## config.mk

```make
export PLATFORM = sky130hd
export DESIGN_NAME = ex_stage
export DESIGN_NICKNAME = d
export VERILOG_FILES = /design/src/design/ex_pkg.sv /design/src/design/alu.sv /design/src/design/ex_lane.sv /design/src/design/ex_stage.sv /design/src/design/mult.sv
export VERILOG_INCLUDE_DIRS = /design/src /design/src/design
export SDC_FILE = /design/constraint.sdc
export NUM_CORES = 2
export LEC_CHECK = 0
export BUFFER_PORTS_ARGS = -buffer_cell sky130_fd_sc_hd__buf_2
export CORE_MARGIN = 2
export CORE_UTILIZATION = 34
export DETAILED_ROUTE_END_ITERATION = 16
export SETUP_SLACK_MARGIN = 0.02
export SYNTH_ARGS = -nofsm -noshare
export SYNTH_HDL_FRONTEND = slang
export SYNTH_HIERARCHICAL = 1
export SYNTH_SLANG_ARGS = --single-unit
```

## constraint.sdc

```tcl
create_clock -name clock -period 7.6 [get_ports clock]
set_input_delay 0.38 -clock clock [delete_from_list [all_inputs] [get_ports clock]]
set_output_delay 0.38 -clock clock [all_outputs]
set_load 0.02 [all_outputs]
```

## src/design/ex_cfg.svh

```systemverilog
/*
 * global sizing for the execute stage
 * include wherever a width, the lane count or the multiplier step is needed
 */
`ifndef EX_CFG_SVH
`define EX_CFG_SVH

// datapath
`define XLEN 32 // rv32 register width
`define WAYS 2 // parallel execute lanes

// iterative multiplier
`define MULT_STEP 8 // mplier bits retired per cycle
`define MULT_CYCLES ((2 * `XLEN) / `MULT_STEP) // steps for a full 2*xlen product

// encoded widths of the control enums, also used for the flattened top ports
`define ALU_FUNC_W 4
`define OPA_SEL_W 2
`define OPB_SEL_W 3
`define ALU_STATE_W 1

`endif

```

## src/design/ex_pkg.sv

```systemverilog
/*
 * enum types shared by the execute stage RTL
 * alu function codes, operand selects and the lane FSM states
 */
`include "ex_cfg.svh"

package ex_pkg;

	//////////////////////////////////////////////////
	// alu function codes
	//////////////////////////////////////////////////
	typedef enum logic [`ALU_FUNC_W-1:0] {
		ALU_ADD    = 4'h0,
		ALU_SUB    = 4'h1,
		ALU_SLT    = 4'h2, // signed compare
		ALU_SLTU   = 4'h3, // unsigned compare
		ALU_AND    = 4'h4,
		ALU_OR     = 4'h5,
		ALU_XOR    = 4'h6,
		ALU_SLL    = 4'h7,
		ALU_SRL    = 4'h8,
		ALU_SRA    = 4'h9, // arithmetic right
		ALU_MUL    = 4'ha, // low half, s x s
		ALU_MULH   = 4'hb, // high half, s x s
		ALU_MULHSU = 4'hc, // high half, s x u
		ALU_MULHU  = 4'hd  // high half, u x u
	} alu_func_e;

	//////////////////////////////////////////////////
	// operand selects
	//////////////////////////////////////////////////
	typedef enum logic [`OPA_SEL_W-1:0] {
		OPA_IS_RS1  = 2'h0,
		OPA_IS_NPC  = 2'h1,
		OPA_IS_PC   = 2'h2,
		OPA_IS_ZERO = 2'h3
	} opa_sel_e;

	typedef enum logic [`OPB_SEL_W-1:0] {
		OPB_IS_RS2   = 3'h0,
		OPB_IS_I_IMM = 3'h1,
		OPB_IS_S_IMM = 3'h2,
		OPB_IS_B_IMM = 3'h3,
		OPB_IS_U_IMM = 3'h4,
		OPB_IS_J_IMM = 3'h5 // 6 and 7 unused
	} opb_sel_e;

	// lane FSM, only multiplies ever leave idle
	typedef enum logic [`ALU_STATE_W-1:0] {
		ALU_IDLE      = 1'b0,
		ALU_MULT_WAIT = 1'b1
	} alu_state_e;

endpackage

```

## src/design/alu.sv

```systemverilog
/*
 * integer alu for one lane with single cycle base ops
 * multiplies go through an owned iterative multiplier and hold the lane occupied
 */
`timescale 1ns/1ps
`include "ex_cfg.svh"

module alu (
	input  logic               clock,
	input  logic               reset,
	input  logic               valid_in, // one-cycle issue strobe
	input  logic               lq_cdb_valid, // load queue owns the cdb this cycle
	input  logic [`XLEN-1:0]   opa,
	input  logic [`XLEN-1:0]   opb,
	input  ex_pkg::alu_func_e  func,
	output logic               occupied,
	output logic               valid_out,
	output logic [`XLEN-1:0]   result
);

	ex_pkg::alu_state_e state, next_state;

	logic                 is_mult;
	logic                 start;
	logic [1:0]           sign; // mult sign bits per operand
	logic                 hi_sel, hi_sel_q; // upper product half wanted
	logic [2*`XLEN-1:0]   product;
	logic                 mult_done;
	logic [`XLEN-1:0]     int_result;
	logic [`XLEN-1:0]     mult_result;

	assign is_mult = (func == ex_pkg::ALU_MUL) || (func == ex_pkg::ALU_MULH) ||
		(func == ex_pkg::ALU_MULHSU) || (func == ex_pkg::ALU_MULHU);

	mult u_mult (
		.clock   (clock),
		.reset   (reset),
		.start   (start),
		.sign    (sign),
		.mcand   (opa),
		.mplier  (opb),
		.product (product),
		.done    (mult_done)
	);

	//////////////////////////////////////////////////
	// combinational ops and mult decode
	//////////////////////////////////////////////////
	always_comb begin
		int_result = '0;
		sign       = 2'b00;
		hi_sel     = 1'b0;
		case (func)
			ex_pkg::ALU_ADD:  int_result = opa + opb;
			ex_pkg::ALU_SUB:  int_result = opa - opb;
			ex_pkg::ALU_SLT:  int_result = {{(`XLEN-1){1'b0}}, $signed(opa) < $signed(opb)};
			ex_pkg::ALU_SLTU: int_result = {{(`XLEN-1){1'b0}}, opa < opb};
			ex_pkg::ALU_AND:  int_result = opa & opb;
			ex_pkg::ALU_OR:   int_result = opa | opb;
			ex_pkg::ALU_XOR:  int_result = opa ^ opb;
			ex_pkg::ALU_SLL:  int_result = opa << opb[4:0];
			ex_pkg::ALU_SRL:  int_result = opa >> opb[4:0];
			ex_pkg::ALU_SRA:  int_result = $signed(opa) >>> opb[4:0]; // keeps sign bit
			ex_pkg::ALU_MUL:    sign = 2'b11; // low half
			ex_pkg::ALU_MULH: begin
				sign   = 2'b11;
				hi_sel = 1'b1;
			end
			ex_pkg::ALU_MULHSU: begin
				sign   = 2'b01; // signed rs1 by unsigned rs2
				hi_sel = 1'b1;
			end
			ex_pkg::ALU_MULHU:  hi_sel = 1'b1;
			default:            int_result = '0; // unused codes
		endcase
	end

	assign mult_result = hi_sel_q ? product[2*`XLEN-1:`XLEN] : product[`XLEN-1:0];
	assign result      = occupied ? mult_result : int_result;

	//////////////////////////////////////////////////
	// lane FSM
	//////////////////////////////////////////////////
	always_comb begin
		next_state = state;
		valid_out  = 1'b0;
		start      = 1'b0;
		case (state)
			ex_pkg::ALU_IDLE:
				if (valid_in && !lq_cdb_valid) begin // nothing accepted while the bus is taken
					if (is_mult) begin
						start      = 1'b1;
						next_state = ex_pkg::ALU_MULT_WAIT;
					end else begin
						valid_out = 1'b1; // same-cycle result
					end
				end
			ex_pkg::ALU_MULT_WAIT:
				if (mult_done && !lq_cdb_valid) begin
					valid_out  = 1'b1;
					next_state = ex_pkg::ALU_IDLE;
				end
			default: next_state = ex_pkg::ALU_IDLE;
		endcase
	end

	always_ff @(posedge clock) begin
		if (reset) begin
			state <= ex_pkg::ALU_IDLE;
		end else begin
			state <= next_state;
		end
	end

	always_ff @(posedge clock) begin
		if (start) hi_sel_q <= hi_sel; // held for the whole multiply
	end

	assign occupied = (state == ex_pkg::ALU_MULT_WAIT);

	a_cdb_stall: assert property (@(posedge clock) disable iff (reset)
		valid_out |-> !lq_cdb_valid)
		else $error("alu: valid_out while the load queue holds the cdb");

	// fixed multiplier latency seen from the issuing edge
	a_mult_latency: assert property (@(posedge clock) disable iff (reset)
		start |=> !mult_done [*`MULT_CYCLES] ##1 mult_done)
		else $error("alu: multiply did not finish on time");

endmodule

```

## src/design/ex_lane.sv

```systemverilog
/*
 * one execute lane: operand muxes, rv32 immediate extraction, branch test
 * and the alu with its multiplier, all inputs come straight from issue
 */
`timescale 1ns/1ps
`include "ex_cfg.svh"

module ex_lane (
	input  logic               clock,
	input  logic               reset,
	input  logic               valid,
	input  logic               lq_cdb_valid,
	input  ex_pkg::alu_func_e  alu_func,
	input  ex_pkg::opa_sel_e   opa_select,
	input  ex_pkg::opb_sel_e   opb_select,
	input  logic [`XLEN-1:0]   inst,
	input  logic [`XLEN-1:0]   pc,
	input  logic [`XLEN-1:0]   npc,
	input  logic [`XLEN-1:0]   rs1_value,
	input  logic [`XLEN-1:0]   rs2_value,
	input  logic               cond_branch,
	input  logic               uncond_branch,
	output logic               valid_out,
	output logic [`XLEN-1:0]   alu_result,
	output logic               take_branch,
	output logic               occupied
);

	// branch funct3 codes
	localparam logic [2:0] F3_BEQ  = 3'b000;
	localparam logic [2:0] F3_BNE  = 3'b001;
	localparam logic [2:0] F3_BLT  = 3'b100;
	localparam logic [2:0] F3_BGE  = 3'b101;
	localparam logic [2:0] F3_BLTU = 3'b110;
	localparam logic [2:0] F3_BGEU = 3'b111;

	logic [`XLEN-1:0] i_imm, s_imm, b_imm, u_imm, j_imm;
	logic [`XLEN-1:0] opa_mux, opb_mux;
	logic [2:0]       funct3;
	logic             br_cond;

	//////////////////////////////////////////////////
	// immediates, sign bit is always inst[31]
	//////////////////////////////////////////////////
	assign i_imm = {{(`XLEN-12){inst[31]}}, inst[31:20]};
	assign s_imm = {{(`XLEN-12){inst[31]}}, inst[31:25], inst[11:7]};
	assign b_imm = {{(`XLEN-13){inst[31]}}, inst[31], inst[7], inst[30:25],
		inst[11:8], 1'b0}; // halfword aligned
	assign u_imm = {inst[31:12], 12'b0}; // upper 20, no extension needed
	assign j_imm = {{(`XLEN-21){inst[31]}}, inst[31], inst[19:12], inst[20],
		inst[30:21], 1'b0};

	//////////////////////////////////////////////////
	// operand muxes
	//////////////////////////////////////////////////
	always_comb begin
		case (opa_select)
			ex_pkg::OPA_IS_RS1:  opa_mux = rs1_value;
			ex_pkg::OPA_IS_NPC:  opa_mux = npc;
			ex_pkg::OPA_IS_PC:   opa_mux = pc;
			ex_pkg::OPA_IS_ZERO: opa_mux = '0;
			default:             opa_mux = '0;
		endcase
	end

	always_comb begin
		case (opb_select)
			ex_pkg::OPB_IS_RS2:   opb_mux = rs2_value;
			ex_pkg::OPB_IS_I_IMM: opb_mux = i_imm; // alu-imm, loads, jalr
			ex_pkg::OPB_IS_S_IMM: opb_mux = s_imm; // stores
			ex_pkg::OPB_IS_B_IMM: opb_mux = b_imm; // branch target
			ex_pkg::OPB_IS_U_IMM: opb_mux = u_imm; // lui, auipc
			ex_pkg::OPB_IS_J_IMM: opb_mux = j_imm; // jal target
			default:              opb_mux = '0; // illegal select
		endcase
	end

	//////////////////////////////////////////////////
	// branch condition
	//////////////////////////////////////////////////
	assign funct3 = inst[14:12];

	always_comb begin
		case (funct3)
			F3_BEQ:  br_cond = (rs1_value == rs2_value);
			F3_BNE:  br_cond = (rs1_value != rs2_value);
			F3_BLT:  br_cond = ($signed(rs1_value) <  $signed(rs2_value));
			F3_BGE:  br_cond = ($signed(rs1_value) >= $signed(rs2_value));
			F3_BLTU: br_cond = (rs1_value <  rs2_value);
			F3_BGEU: br_cond = (rs1_value >= rs2_value);
			default: br_cond = 1'b0; // 010 and 011 are not branches
		endcase
	end

	// jumps always taken, branches only on a true condition
	assign take_branch = uncond_branch | (cond_branch & br_cond);

	alu u_alu (
		.clock        (clock),
		.reset        (reset),
		.valid_in     (valid),
		.lq_cdb_valid (lq_cdb_valid),
		.opa          (opa_mux),
		.opb          (opb_mux),
		.func         (alu_func),
		.occupied     (occupied),
		.valid_out    (valid_out),
		.result       (alu_result)
	);

	// decode must never issue one of the two spare opb codes
	a_opb_legal: assert property (@(posedge clock) disable iff (reset)
		valid |-> opb_select inside {ex_pkg::OPB_IS_RS2, ex_pkg::OPB_IS_I_IMM,
			ex_pkg::OPB_IS_S_IMM, ex_pkg::OPB_IS_B_IMM,
			ex_pkg::OPB_IS_U_IMM, ex_pkg::OPB_IS_J_IMM})
		else $error("ex_lane: illegal opb_select on a valid instruction");

endmodule

```

## src/design/ex_stage.sv

```systemverilog
/*
 * superscalar execute stage top, WAYS independent lanes
 * every port is flattened, lane i owns slice i of each vector
 */
`timescale 1ns/1ps
`include "ex_cfg.svh"

module ex_stage (
	input  logic                             clock,
	input  logic                             reset,
	input  logic [`WAYS-1:0]                 valid,
	input  logic [`WAYS*`ALU_FUNC_W-1:0]     alu_func,
	input  logic [`WAYS*`OPA_SEL_W-1:0]      opa_select,
	input  logic [`WAYS*`OPB_SEL_W-1:0]      opb_select,
	input  logic [`WAYS*`XLEN-1:0]           inst,
	input  logic [`WAYS*`XLEN-1:0]           pc,
	input  logic [`WAYS*`XLEN-1:0]           npc,
	input  logic [`WAYS*`XLEN-1:0]           rs1_value,
	input  logic [`WAYS*`XLEN-1:0]           rs2_value,
	input  logic [`WAYS-1:0]                 cond_branch,
	input  logic [`WAYS-1:0]                 uncond_branch,
	input  logic [`WAYS-1:0]                 lq_cdb_valid, // per-lane bus stall
	output logic [`WAYS-1:0]                 valid_out,
	output logic [`WAYS*`XLEN-1:0]           alu_result,
	output logic [`WAYS-1:0]                 take_branch,
	output logic [`WAYS-1:0]                 occupied // lane busy with a multiply
);

	//////////////////////////////////////////////////
	// lanes
	//////////////////////////////////////////////////
	for (genvar i = 0; i < `WAYS; i++) begin : g_lane
		ex_lane u_lane (
			.clock         (clock),
			.reset         (reset),
			.valid         (valid[i]),
			.lq_cdb_valid  (lq_cdb_valid[i]),
			.alu_func      (ex_pkg::alu_func_e'(alu_func[i*`ALU_FUNC_W +: `ALU_FUNC_W])),
			.opa_select    (ex_pkg::opa_sel_e'(opa_select[i*`OPA_SEL_W +: `OPA_SEL_W])),
			.opb_select    (ex_pkg::opb_sel_e'(opb_select[i*`OPB_SEL_W +: `OPB_SEL_W])),
			.inst          (inst[i*`XLEN +: `XLEN]),
			.pc            (pc[i*`XLEN +: `XLEN]),
			.npc           (npc[i*`XLEN +: `XLEN]),
			.rs1_value     (rs1_value[i*`XLEN +: `XLEN]),
			.rs2_value     (rs2_value[i*`XLEN +: `XLEN]),
			.cond_branch   (cond_branch[i]),
			.uncond_branch (uncond_branch[i]),
			.valid_out     (valid_out[i]),
			.alu_result    (alu_result[i*`XLEN +: `XLEN]),
			.take_branch   (take_branch[i]),
			.occupied      (occupied[i])
		);
	end

endmodule

```

## src/design/mult.sv

```systemverilog
/*
 * iterative shift-add multiplier, MULT_STEP mplier bits per cycle
 * pulse start with stable operands, product is valid and held while done is high
 */
`timescale 1ns/1ps
`include "ex_cfg.svh"

module mult (
	input  logic                  clock,
	input  logic                  reset,
	input  logic                  start, // one-cycle pulse
	input  logic [1:0]            sign, // [0] mcand signed, [1] mplier signed
	input  logic [`XLEN-1:0]      mcand,
	input  logic [`XLEN-1:0]      mplier,
	output logic [2*`XLEN-1:0]    product,
	output logic                  done
);

	localparam int PW = 2 * `XLEN; // full product width
	localparam int CW = $clog2(`MULT_CYCLES);
	localparam logic [CW-1:0] LAST = CW'(`MULT_CYCLES - 1);

	logic [PW-1:0] mcand_ext, mplier_ext; // operands widened per sign bit
	logic [PW-1:0] mcand_r, mplier_r; // shifting copies
	logic [PW-1:0] acc; // running partial sum
	logic [PW-1:0] step_prod; // this cycle's partial product
	logic [CW-1:0] count;
	logic          running;

	// sign or zero extend both operands to the product width
	assign mcand_ext  = {{`XLEN{sign[0] & mcand[`XLEN-1]}}, mcand};
	assign mplier_ext = {{`XLEN{sign[1] & mplier[`XLEN-1]}}, mplier};

	// mcand times the low step bits, mod 2^PW so signed extension works out
	assign step_prod = mcand_r * {{(PW - `MULT_STEP){1'b0}}, mplier_r[`MULT_STEP-1:0]};

	//////////////////////////////////////////////////
	// control
	//////////////////////////////////////////////////
	always_ff @(posedge clock) begin
		if (reset) begin
			running <= 1'b0;
			done    <= 1'b0;
			count   <= '0;
		end else if (start) begin
			running <= 1'b1;
			done    <= 1'b0; // drops until the new product is ready
			count   <= '0;
		end else if (running) begin
			count <= count + 1'b1;
			if (count == LAST) begin
				running <= 1'b0;
				done    <= 1'b1; // sticky until next start
			end
		end
	end

	//////////////////////////////////////////////////
	// datapath
	//////////////////////////////////////////////////
	always_ff @(posedge clock) begin
		if (start) begin
			mcand_r  <= mcand_ext;
			mplier_r <= mplier_ext;
			acc      <= '0;
		end else if (running) begin
			acc      <= acc + step_prod;
			mcand_r  <= mcand_r << `MULT_STEP; // next weight
			mplier_r <= mplier_r >> `MULT_STEP; // next digit down
		end
	end

	assign product = acc; // frozen once running drops

	// the alu FSM must never restart a multiply in flight
	a_no_restart: assert property (@(posedge clock) disable iff (reset)
		start |-> !running)
		else $error("mult: start while a multiply is running");

endmodule

```

==> impl_results.md <==
* Initial Util at between 30% and 40%
* Total track usage at 26.30%
* Synthesis Warnings at 6
* PnR worst setup slack at roughly 1.0 ns
* RSZ-0062 raised after global routing: no
* VDD IR-drop max at 325.1 uV
* Avg Inst Size Synth at ~8.4 um2
* Final core utilization at between 30% and 40%
* Vias in the first global route at roughly 64000
* EDFF count, synth at approximately 200
* Seq cells post-synth at approximately 340
* Synth Area in Simple Gates at roughly 18%
* I/O pin total at 418
* LEAKAGE at ~35 nW
* Setup Viol. Count Final at 0
* H-tree level count at 2
* Post-synthesis mux area share at a little under a tenth
* Slew Viols, Final at 0
* Post-layout minimum cycle time at between 6 and 7 ns
* Syn-to-layout area delta at 9.780%
* Reg-to-reg slack, setup at 1.08 ns
* Largest net degree at the start of global routing at 79
* WL per Instance at between 20 and 30 um
* Worst EP arrival at around 6.2 ns
* Net Count, Synth at ~10000
* Final ANT Viol Nets at 0
* Setup crit start kind: input port
* Port Buf Inserts at around 400
* Fin crit share at ~87%
* TritonCTS clock tree: built
* Num CTS Buffers at 48
* Total power draw at 31.03 mW
* XOR/XNOR Fraction of Synth Area at 1.924%
* Via/cell ratio at 5.715
* WP data required at ~7.2 ns
* Clock Latency Late Sink at 0.67 ns
* Post-CTS Repair Setup Buffers at 0
* DR iter-0 viols at roughly 6700
* # nets final at a little over 10000
* Die W at 456.6 um
* Synth Area in Compound Gates at between 15 and 20%
* DR DRC count at 0
* Hold depth at 4
* Max clock buf depth at 3
* Clock-pin slew on the worst setup and hold paths at around 0.070 ns
* Final Hold Fails at 0
* Status: complete, no violations
* Layout fillers at around 21000
* Async set or reset register ratio after synthesis at 0%
* Hold path endpoint: g_lane[1].u_lane/u_alu/occupied
* Sequential cell area fraction in the yosys report at roughly an eighth
* Grt ovf at 0
* Final std cells w/o fill at roughly 11000
* Die ar. at between 200000 and 250000 um2
* Largest family of logic cells by synthesized area: adder cells
* Post-synthesis cell type count at around 130
* First-pass GRT wire length at between 400000 and 500000 um
* Drt first pass iters at 6
* Setup WS pre-CTS at roughly 1.2 ns
* Synth Instances at about 8300
* Worst Hold Launch: lq_cdb_valid[1]
* Crit Path Max Fanout at 29
* PostCTS Resize Cnt at 0
* Final WL at between 200000 and 300000 um
* Initial antenna violation count at 16
* Share of cells above drive strength 1 at a little over an eighth
* Placed Cells at ~11000
* Routed via count at around 64000
* Reg2Reg Launch Point: g_lane[1].u_lane/u_alu/u_mult/mplier_r[3]
* Worst reg-to-reg path cell count at 17
* Clock Skews at ~0.04 ns
* Clock Sinks at roughly 340
* R2r endpoint: g_lane[1].u_lane/u_alu/u_mult/product[34]
* Die Height at 456.6 um
* Top achievable clock speed at ~0.15 GHz
* Post-synth top area cell: fa_1
* TNS Setup at 0 ns
* Worst Tran Pin Value at about 1.3 ns
* Worst setup path class: input port to output port
* Clock root buffer: clkbuf_16
* Core Region at ~200000 um2
* Dominant synthesized flop cell: edfxtp_1
* Adder-cell share of the synthesized area at a little under a third
* Top post-synthesis cells by area: fa_1 (24%), edfxtp_1 (8.7%), ha_1 (7.4%), inv_1 (7.0%), and2_1 (6.3%)
* CP Capture Type: output port
* Gp weighted congestion at 1.009
* Cts hold-fix bufs at 0
* Cell Area, Synth at a little under 70000 um2
* Post-DP HPWL at 222900 um
* Post-synth top area share at between 20% and 30%
* Max Cap Violations at 0
* PD cells at slightly above 400 nW/um2
* Core Rows at approximately 170
* Hold WC Path Type: input port to flip-flop
* Slew HR at about an eighth
[registers in the layout, indices dropped and copies added (netlist names)]
| name | cells |
|---|---|
| g_lane.u_lane/u_alu/u_mult/running | 2 |
| g_lane.u_lane/u_alu/hi_sel_q | 2 |
| g_lane.u_lane/u_alu/u_mult/mplier_r | 72 |
| g_lane.u_lane/u_alu/occupied | 2 |
| g_lane.u_lane/u_alu/u_mult/mcand_r | 128 |
| g_lane.u_lane/u_alu/u_mult/done | 2 |
| g_lane.u_lane/u_alu/u_mult/count | 6 |
| g_lane.u_lane/u_alu/u_mult/product | 128 |
[routing by layer]
layer / global-route usage, % / up-vias / wire [um] / share of wire, %
met5: 0 / - / 89 / 0.032
met4: 10.83 / 14 / 13450 / 4.8
met3: 4.782 / 586 / 23640 / 8.4
met2: 41.60 / 3104 / 126500 / 45
met1: 35.31 / 32200 / 117400 / 42
li1: - / 28120 / - / -
[how the worst max path moves through the flow]
| stage | from | to | cells after the start |
|---|---|---|---|
| 5_1_grt | g_lane[0].u_lane/u_alu/u_mult/mplier_r[0] | g_lane[0].u_lane/u_alu/u_mult/product[62] | 20 |
| 3_5_place_dp | g_lane[0].u_lane/u_alu/u_mult/mplier_r[0] | g_lane[0].u_lane/u_alu/u_mult/product[62] | 20 |
| 6_report | opa_select[3] | alu_result[48] | 16 |
| 2_1_floorplan | opb_select[4] | alu_result[61] | 20 |
| 4_1_cts | g_lane[0].u_lane/u_alu/u_mult/mplier_r[0] | g_lane[0].u_lane/u_alu/u_mult/product[62] | 20 |
| 3_3_place_gp | g_lane[0].u_lane/u_alu/u_mult/mplier_r[0] | g_lane[0].u_lane/u_alu/u_mult/product[57] | 20 |
[per-stage QoR]
stage / hold WS (ns) / area, um2
after floorplan: 0.4491 / 69650
after global placement: 0.4790 / 74720
after detailed placement: 0.4842 / 74720
after CTS: 0.07002 / 76440
after global routing: 0.1207 / 76440
final: 0.1003 / 76460
[power by group]
part | switching (mW) | internal (mW) | leakage [nW]
Clock | 1.06 | 1.49 | 0.846
Sequential | 0.531 | 2.33 | 3.01
Combinational | 15.7 | 9.89 | 30.8
Total | 17.3 | 13.7 | 34.6
[cell usage after synthesis (53+ instances only)]
master	number
nand4_1	56
o21ai_1	54
clkbuf_1	351
nor3_1	82
a211oi_1	66
mux4_2	110
nor2_1	512
a21o_1	103
nand2_1	775
a22oi_1	57
fa_1	824
a31oi_1	53
a21oi_1	466
and2_1	697
mux2i_1	210
inv_1	1292
o21ai_0	408
o22ai_1	77
ha_1	414
mux2_2	172
edfxtp_1	202
xnor2_1	102
dfxtp_1	140
nand3_1	81
[layout make-up]
cell class                      instances  area, um2  area share, %
Inverter                             1301       4888          6.394
Antenna cell                            9      22.52        0.02946
Clock buffer                           62       1409          1.843
Sequential cell                       342       8874          11.61
Tap cell                             2688       3363          4.399
Multi-Input combinational cell       6171      54050          70.70
Timing Repair Buffer                  601       3541          4.631
Clock inverter                         28      307.8         0.4026
[worst max-delay path, stage by stage]
cell      delay, ns
buf_2          0.23
nor2b_2        1.00
nand2_1        0.18
o21ai_2        0.43
inv_1          0.11
ha_1           0.54
nor2b_1        0.14
o31ai_1        0.55
nor3b_1        0.54
o21ai_0        0.22
nor2_1         0.32
o22a_1         0.20
a21oi_1        0.10
a211oi_1       0.59
o21ai_0        0.37
buf_2          0.28
[layout by cell type (no fill, tap or decap), drive strengths merged, types with 110 or more instances in the layout]
master | synthesis | final
inv | 1295 | 1302
fa | 824 | 824
nand2 | 777 | 777
and2 | 700 | 700
buf | 112 | 601
nor2 | 513 | 513
a21oi | 474 | 474
o21ai | 467 | 467
ha | 414 | 414
mux2i | 210 | 210
edfxtp | 202 | 202
mux2 | 175 | 175
dfxtp | 140 | 140
mux4 | 110 | 110
[kinds of logic after synthesis]
logic type | after synthesis
fa+ha+maj | 1238
xor+xnor | 153
simple gates | 2473
mux | 495
flops | 342
buf+inv | 1777
compound gates | 1812
No activity file was read; power rests on OpenSTA's default activity.
